[src/rtl/dmx_pkg.sv]
`default_nettype none

package dmx_pkg;

    // widths with a meaning
    typedef logic [2:0] row_idx_t;   // row being scanned
    typedef logic [7:0] col_t;       // 1 = led on
    typedef logic [7:0] row_drv_t;   // active low row lines
    typedef logic [3:0] frame_id_t;
    typedef logic [7:0] div_t;       // row lasts div+1 clocks

    typedef logic [1:0] reg_addr_t;
    typedef logic [7:0] reg_data_t;

    // host register map
    localparam reg_addr_t ADDR_CTRL  = 2'd0;  // bit0 enable, bit1 temp
    localparam reg_addr_t ADDR_FRAME = 2'd1;
    localparam reg_addr_t ADDR_DIV   = 2'd2;

    typedef enum logic
    {
        SCAN_IDLE,
        SCAN_RUN
    } scan_state_t;

endpackage

`default_nettype wire

[src/rtl/dmx_cfg_regs.sv]
`default_nettype none

module dmx_cfg_regs
#(
    parameter dmx_pkg::div_t DIV_RESET = 8'd3
)
(
    input  wire                 clk,
    input  wire                 rst,
    input  wire                 wr_en,
    input  dmx_pkg::reg_addr_t  addr,
    input  dmx_pkg::reg_data_t  wdata,
    output dmx_pkg::reg_data_t  rdata,
    output logic                enable,
    output logic                temp,
    output dmx_pkg::frame_id_t  frame,
    output dmx_pkg::div_t       divider
);

    // control register
    always_ff @(posedge clk or posedge rst)
    begin
        if (rst)
        begin
            enable <= 1'b0;
            temp   <= 1'b0;
        end
        else if (wr_en && addr == dmx_pkg::ADDR_CTRL)
        begin
            enable <= wdata[0];
            temp   <= wdata[1];
        end
    end

    always_ff @(posedge clk or posedge rst)
    begin
        if (rst)
            frame <= '0;
        else if (wr_en && addr == dmx_pkg::ADDR_FRAME)
            frame <= wdata[3:0]; // upper bits dropped
    end

    always_ff @(posedge clk or posedge rst)
    begin
        if (rst)
            divider <= DIV_RESET;
        else if (wr_en && addr == dmx_pkg::ADDR_DIV)
            divider <= wdata;
    end

    // read-back with unused bits zero
    always_comb
    begin
        case (addr)
            dmx_pkg::ADDR_CTRL:
                rdata = dmx_pkg::reg_data_t'({temp, enable});
            dmx_pkg::ADDR_FRAME:
                rdata = dmx_pkg::reg_data_t'(frame);
            dmx_pkg::ADDR_DIV:
                rdata = divider;
            default:
                rdata = '0;  // address 3 unmapped
        endcase
    end

endmodule

`default_nettype wire

[src/rtl/dmx_glyph_rom.sv]
`default_nettype none

module dmx_glyph_rom
(
    input  dmx_pkg::frame_id_t  frame,
    input  dmx_pkg::row_idx_t   row_idx,
    input  wire                 temp,
    output dmx_pkg::col_t       green,
    output dmx_pkg::col_t       red
);

    // green table
    always_comb
    begin
        green = 8'b0000_0000;
        case (frame)
            4'd0:  // smallest blob
                case (row_idx)
                    3'd2, 3'd5: green = 8'b0001_1000;
                    3'd3, 3'd4: green = 8'b0011_1100;
                    default:    green = 8'b0000_0000;
                endcase
            4'd1:
                case (row_idx)
                    3'd2, 3'd5: green = 8'b0011_1000;
                    3'd3, 3'd4: green = 8'b0111_1100;
                    default:    green = 8'b0000_0000;
                endcase
            4'd2:
                case (row_idx)
                    3'd2, 3'd5: green = 8'b0011_1100;
                    3'd3, 3'd4: green = 8'b0111_1110;
                    default:    green = 8'b0000_0000;
                endcase
            4'd3:
                case (row_idx)
                    3'd1, 3'd6: green = 8'b0011_1100;
                    3'd2, 3'd3,
                    3'd4, 3'd5: green = 8'b0111_1110;
                    default:    green = 8'b0000_0000;
                endcase
            4'd4:  // blob fills the matrix
                case (row_idx)
                    3'd0, 3'd7: green = 8'b0011_1100;
                    3'd1, 3'd6: green = 8'b0111_1110;
                    default:    green = 8'b1111_1111;
                endcase
            4'd5:
                green = 8'b1111_1111;  // solid
            4'd6:
                case (row_idx)
                    3'd0: green = 8'b1100_0011;
                    3'd1: green = 8'b1110_0011;
                    3'd2: green = 8'b1111_0001;
                    3'd3: green = 8'b1110_0011;
                    3'd4: green = 8'b1100_0111;
                    3'd5: green = 8'b1110_0111;
                    3'd6: green = 8'b1111_0111;
                    3'd7: green = 8'b1111_1011;
                    default: green = 8'b0000_0000;
                endcase
            4'd7:
                case (row_idx)
                    3'd1: green = 8'b0000_0001;
                    3'd2: green = 8'b1000_0001;
                    3'd3: green = 8'b1100_0011;
                    3'd4: green = 8'b1000_0011;
                    3'd5: green = 8'b1100_0111;
                    3'd6: green = 8'b1110_0111;
                    3'd7: green = 8'b1111_0011;
                    default: green = 8'b0000_0000;
                endcase
            4'd9:
                case (row_idx)
                    3'd2: green = 8'b0110_0000;
                    3'd3: green = 8'b1111_1100;
                    3'd4: green = 8'b0011_1111;
                    3'd5: green = 8'b0011_1110;
                    3'd6: green = 8'b0001_1100;
                    default: green = 8'b0000_0000;
                endcase
            4'd10:
                case (row_idx)
                    3'd2:       green = 8'b0001_1000;
                    3'd3:       green = 8'b0011_1100;
                    3'd4, 3'd5: green = 8'b0111_1110;
                    3'd6:       green = 8'b0010_0100;
                    default:    green = 8'b0000_0000;
                endcase
            default:
                green = 8'b0000_0000;  // 8, 11..15 no green
        endcase
    end

    // red follows green except the red-only frames
    always_comb
    begin
        red = 8'b0000_0000;
        case (frame)
            4'd8:  // warning face independent of temp
                case (row_idx)
                    3'd1: red = 8'b0011_1000;
                    3'd2: red = 8'b0100_0100;
                    3'd3: red = 8'b0101_1010;
                    3'd4: red = 8'b0100_1010;
                    3'd5: red = 8'b0011_0010;
                    3'd6: red = 8'b1100_0100;
                    3'd7: red = 8'b0011_1000;
                    default: red = 8'b0000_0000;
                endcase
            4'd11:
                case (row_idx)
                    3'd0: red = 8'b1110_0000;
                    3'd1: red = 8'b0110_0000;
                    3'd2: red = 8'b1110_0000;
                    3'd3: red = 8'b0011_0000;
                    3'd4: red = 8'b0011_0001;
                    3'd5: red = 8'b0011_0011;
                    3'd6: red = 8'b0011_1110;
                    3'd7: red = 8'b0001_1100;
                    default: red = 8'b0000_0000;
                endcase
            4'd6, 4'd7, 4'd9:
                red = green;  // always amber
            4'd0, 4'd1, 4'd2, 4'd3, 4'd4, 4'd5:
                red = temp ? green : 8'b0000_0000;  // gauge goes amber on alarm
            default:
                red = 8'b0000_0000;
        endcase
    end

endmodule

`default_nettype wire

[src/rtl/dmx_row_scan.sv]
`default_nettype none

module dmx_row_scan
(
    input  wire                 clk,
    input  wire                 rst,
    input  wire                 enable,
    input  dmx_pkg::div_t       divider,
    input  dmx_pkg::frame_id_t  frame,
    input  dmx_pkg::col_t       green,
    input  dmx_pkg::col_t       red,
    output dmx_pkg::frame_id_t  lut_frame,
    output dmx_pkg::row_idx_t   row_idx,
    output dmx_pkg::row_drv_t   row,
    output dmx_pkg::col_t       colg,
    output dmx_pkg::col_t       colr,
    output logic                frame_sync
);

    dmx_pkg::scan_state_t state;
    dmx_pkg::div_t        presc;
    dmx_pkg::div_t        div_q;    // divider of the current row
    logic                 row_end;
    logic                 run;

    assign run     = (state == dmx_pkg::SCAN_RUN) && enable;
    assign row_end = (presc == div_q);

    always_ff @(posedge clk or posedge rst)
    begin
        if (rst)
            state <= dmx_pkg::SCAN_IDLE;
        else if (!enable)
            state <= dmx_pkg::SCAN_IDLE;
        else
            state <= dmx_pkg::SCAN_RUN;
    end

    // prescaler, row counter and frame latch
    always_ff @(posedge clk or posedge rst)
    begin
        if (rst)
        begin
            presc     <= '0;
            div_q     <= '0;
            row_idx   <= '0;
            lut_frame <= '0;
        end
        else if (state == dmx_pkg::SCAN_IDLE)
        begin
            if (enable)
            begin
                // start of scanning
                presc     <= '0;
                div_q     <= divider;
                row_idx   <= '0;
                lut_frame <= frame;
            end
        end
        else if (enable)
        begin
            if (row_end)
            begin
                presc   <= '0;
                div_q   <= divider;  // new divider at row boundary
                row_idx <= row_idx + 3'd1;
                if (row_idx == 3'd7)
                    lut_frame <= frame;  // only on wrap to row 0
            end
            else
            begin
                presc <= presc + 8'd1;
            end
        end
    end

    // registered matrix drive that blanks while idle
    always_ff @(posedge clk or posedge rst)
    begin
        if (rst)
        begin
            row        <= '1;
            colg       <= '0;
            colr       <= '0;
            frame_sync <= 1'b0;
        end
        else if (run)
        begin
            row        <= ~(dmx_pkg::row_drv_t'(1) << row_idx);
            colg       <= green;
            colr       <= red;
            frame_sync <= (presc == '0) && (row_idx == '0);  // first cycle of row 0
        end
        else
        begin
            row        <= '1;
            colg       <= '0;
            colr       <= '0;
            frame_sync <= 1'b0;
        end
    end

endmodule

`default_nettype wire

[src/rtl/dmx_top.sv]
`default_nettype none

module dmx_top
#(
    parameter dmx_pkg::div_t DIV_RESET = 8'd3
)
(
    input  wire                 clk,
    input  wire                 rst,
    input  wire                 wr_en,
    input  dmx_pkg::reg_addr_t  addr,
    input  dmx_pkg::reg_data_t  wdata,
    output dmx_pkg::reg_data_t  rdata,
    output dmx_pkg::row_drv_t   row,
    output dmx_pkg::col_t       colg,
    output dmx_pkg::col_t       colr,
    output logic                frame_sync
);

    logic                enable;
    logic                temp;
    dmx_pkg::frame_id_t  frame;
    dmx_pkg::div_t       divider;
    dmx_pkg::frame_id_t  lut_frame;
    dmx_pkg::row_idx_t   row_idx;
    dmx_pkg::col_t       green;
    dmx_pkg::col_t       red;

    dmx_cfg_regs #(
        .DIV_RESET (DIV_RESET)
    ) cfg_regs_i (
        .clk     (clk),
        .rst     (rst),
        .wr_en   (wr_en),
        .addr    (addr),
        .wdata   (wdata),
        .rdata   (rdata),
        .enable  (enable),
        .temp    (temp),
        .frame   (frame),
        .divider (divider)
    );

    dmx_row_scan row_scan_i (
        .clk        (clk),
        .rst        (rst),
        .enable     (enable),
        .divider    (divider),
        .frame      (frame),
        .green      (green),
        .red        (red),
        .lut_frame  (lut_frame),
        .row_idx    (row_idx),
        .row        (row),
        .colg       (colg),
        .colr       (colr),
        .frame_sync (frame_sync)
    );

    // temp bypasses the frame latch
    dmx_glyph_rom glyph_rom_i (
        .frame   (lut_frame),
        .row_idx (row_idx),
        .temp    (temp),
        .green   (green),
        .red     (red)
    );

endmodule

`default_nettype wire

[config.mk]
export PLATFORM = sky130hd
export DESIGN_NAME = dmx_top
export DESIGN_NICKNAME = d
export VERILOG_FILES = /design/src/rtl/dmx_pkg.sv /design/src/rtl/dmx_cfg_regs.sv /design/src/rtl/dmx_glyph_rom.sv /design/src/rtl/dmx_row_scan.sv /design/src/rtl/dmx_top.sv
export SDC_FILE = /design/constraint.sdc
export NUM_CORES = 1
export LEC_CHECK = 0
export BUFFER_PORTS_ARGS = -buffer_cell sky130_fd_sc_hd__buf_4
export CORE_MARGIN = 10
export CORE_UTILIZATION = 45
export CTS_CLUSTER_SIZE = 40
export DETAILED_ROUTE_END_ITERATION = 10
export PLACE_DENSITY_LB_ADDON = 0.12
export SLEW_MARGIN = 15
export SYNTH_ARGS = -nofsm -noshare
export SYNTH_HDL_FRONTEND = slang
export SYNTH_HIERARCHICAL = 1
export SYNTH_SLANG_ARGS = --single-unit
[constraint.sdc]
create_clock -name clk -period 2.4 [get_ports clk]
set_clock_uncertainty 0.15 [all_clocks]
set_input_delay 0.24 -clock clk [delete_from_list [all_inputs] [get_ports clk]]
set_output_delay 0.24 -clock clk [all_outputs]
set_load 0.005 [all_outputs]
==> out/metrics.cfg <==
[run_status]
status = completed

[cells_and_area]
diodes = 0
area_growth_pct = 28.8
stdcell_count = 577
final_nets = 494
fin_area_mm2 = 0.00496
mostFrequentLayoutCells = 85 x buf_4, 50 x dfrtp_1, 30 x nand2_1, 27 x o211ai_1, 19 x and3_1
drive_above_1_share = 0.341
layout_commonest_cell = buf_4

[synth]
async_flop_share = 1.00
syn-cell-area_mm2 = 0.00385
ys_warn_count = 6
syn_nets = 413
synth_cells = 386
synth_seq_cells = 63
synthTopCellsByArea = dfrtp_1 34%, dfstp_2 6.8%, o211ai_1 5.3%
yosysSeqAreaShare = 0.413
synth_top_area_cell = dfrtp_1
ys.flop_type = dfrtp_1
synth_cell_types = 64
synth_edf_count = 0
synth_area_per_cell_um2 = 9.97
synth_top_area_share = 0.344

[global_routing]
antenna_found_initial = 0
grt_pass1_vias = 3328
grt.total_usage = 0.155
grt_max_degree = 29
grt_pass1_wl_um = 16800
overflow = 0

[floorplanning]
die_y_um = 112
dieArea_mm2 = 0.0127
dieWidth_um = 112
rows = 33
start_util = 0.466
io_pins = 46
core_area_mm2 = 0.00826

[clock_network]
clockRootBuffer = clkbuf_8
htree_levels = 3
clkLatencyLatePin_ps = 340
cts.sinks = 63
clk_pin_slew_worst_paths_ps = 80
clockBufferDepth = 2
tritoncts = yes
cts_buffers = 9

[min_path]
hold_class = input pin to register

[sta]
setup_ws_ps = 25.8
period_minus_slack_ps = 2370
max_slew_margin = 0.476
rsz0062_at_grt = true
slew_viol_final = 0
setup_viol = 0
setup_tns_ps = 0
fmax_mhz = 421
hold_slack_ps = 162
finalCritPeriodShare = 0.989
tightest_slew_ps = 785
hold_viol_final = 0

[power]
p_per_area_mw_per_mm2 = 876
p_leak_nw = 2.19
peakVddDrop_mv = 0.389

[route]
antenna_left = 0
wl_per_cell_um = 16.9
drc = 0
drt-initial-drc-count = 190
wl_um = 9750
vias_per_cell = 5.74
dr.pass1.iters = 5
vias = 3314

[worst_setup_path]
r2r-start = row_scan_i/row_idx[1]
worstReg2RegEnd = row_scan_i/colr[1]
worst_setup_path_end_kind = register
path_class = register to register
cp-start-kind = register
arrival_ps = 2460
r2r_slack_ps = 30
reg2reg_depth = 8
required_ps = 2480
crit_fanout = 7
crit_start = row_scan_i/row_idx[1]
cp-endpoint = row_scan_i/colr[1]

[job]
cap_violations = 0

[placed_design]
place_inst = 550
dp_hpwl_um = 7180
portBuffers = 45
gp_congestion = 0.895
dpl_cell_area_mm2 = 0.00451
post-place-ws_ps = -50.6

## area by class of cell
| type | instances | area, um^2 |
|---|---|---|
| repair buffers | 96 | 759 |
| fillers | 703 | 3300 |
| inverters | 12 | 50.0 |
| well taps | 105 | 131 |
| clock inverters | 7 | 120 |
| clock buffers | 9 | 124 |
| flip-flops and latches | 63 | 1590 |
| multi-input cells | 285 | 2180 |
## Yosys cell counts, drive strengths merged (7+ instances only)
library cell / n
nand3: 17
dfrtp: 53
ha: 14
nor2: 16
and3: 19
xnor2: 8
o21ai: 19
mux2: 14
nor2b: 7
inv: 12
nand2b: 15
clkbuf: 13
nand2: 30
buf: 13
a221oi: 8
dfstp: 10
a21oi: 9
o211ai: 27
## kinds of logic (layout without fill, tap and decap cells)
group | count (synthesis) | count (layout) | synth area share
simple gates | 145 | 145 | 0.231
compound gates | 99 | 99 | 0.195
flops | 63 | 63 | 0.413
buf+inv | 38 | 124 | 0.0439
mux | 17 | 17 | 0.0487
fa+ha+maj | 14 | 14 | 0.0455
xor+xnor | 10 | 10 | 0.0228
## flip-flops by register name (all words and copies together) (netlist names), 3 cells and up
name	cells
cfg_regs_i/divider	8
row_scan_i/colg	8
row_scan_i/colr	8
row_scan_i/div_q	8
row_scan_i/presc	8
row_scan_i/row	8
cfg_regs_i/frame	4
row_scan_i/lut_frame	4
row_scan_i/row_idx	3
## per-stage QoR
stage	total power [mW]	util
after floorplan	2.54	-
after global placement	3.07	0.546
after detailed placement	3.09	0.546
after CTS	4.29	0.591
after global routing	4.65	0.600
final	4.34	0.600
## critical path: stages, from the launching register on
cell and delay [ps]:
dfrtp_2 480, inv_4 110, ha_4 200, nor4b_2 210, o32ai_1 130, a221oi_2 310, o2111ai_2 170, a221o_1 330
and3_1 170
## worst min-delay path by stage
stage | start | end | slack (ps) | depth (start not counted)
2_1_floorplan | rst | cfg_regs_i/divider[2] | -20 | 1
3_3_place_gp | rst | cfg_regs_i/enable | 180 | 2
3_5_place_dp | rst | row_scan_i/lut_frame[1] | 170 | 2
4_1_cts | wr_en | cfg_regs_i/frame[0] | 160 | 3
5_1_grt | wr_en | cfg_regs_i/frame[1] | 170 | 3
6_report | wr_en | cfg_regs_i/frame[0] | 160 | 3
## where the power goes
part	leakage, nW	internal (mW)	switching, mW	total [mW]
Clock	0.120	0.693	0.442	1.14
Sequential	0.777	1.28	0.318	1.59
Combinational	1.29	0.805	0.810	1.62
Total	2.19	2.77	1.57	4.34
## per-layer routing
| metal | vias to the layer above | global-route usage | wire length [um] | part of all wire |
|---|---|---|---|---|
| met5 | - | 0 | 0 | 0 |
| met4 | 0 | 0.0465 | 146 | 0.015 |
| met3 | 15 | 0.0495 | 605 | 0.062 |
| met2 | 114 | 0.235 | 4440 | 0.46 |
| met1 | 1584 | 0.206 | 4560 | 0.47 |
| li1 | 1601 | - | - | - |
## what timing repair did
| action | 4_1_cts | 5_1_grt |
|---|---|---|
| setup buffers | 0 | 2 |
| pin swaps | 0 | 8 |
| gates cloned | 0 | 0 |
| hold buffers | 9 | 0 |
| hold endpoints to repair | 47 | 0 |
| gates resized for setup | 8 | 15 |
| setup endpoints to repair | 5 | 8 |
Note: power is estimated with default switching activity, not from simulation.
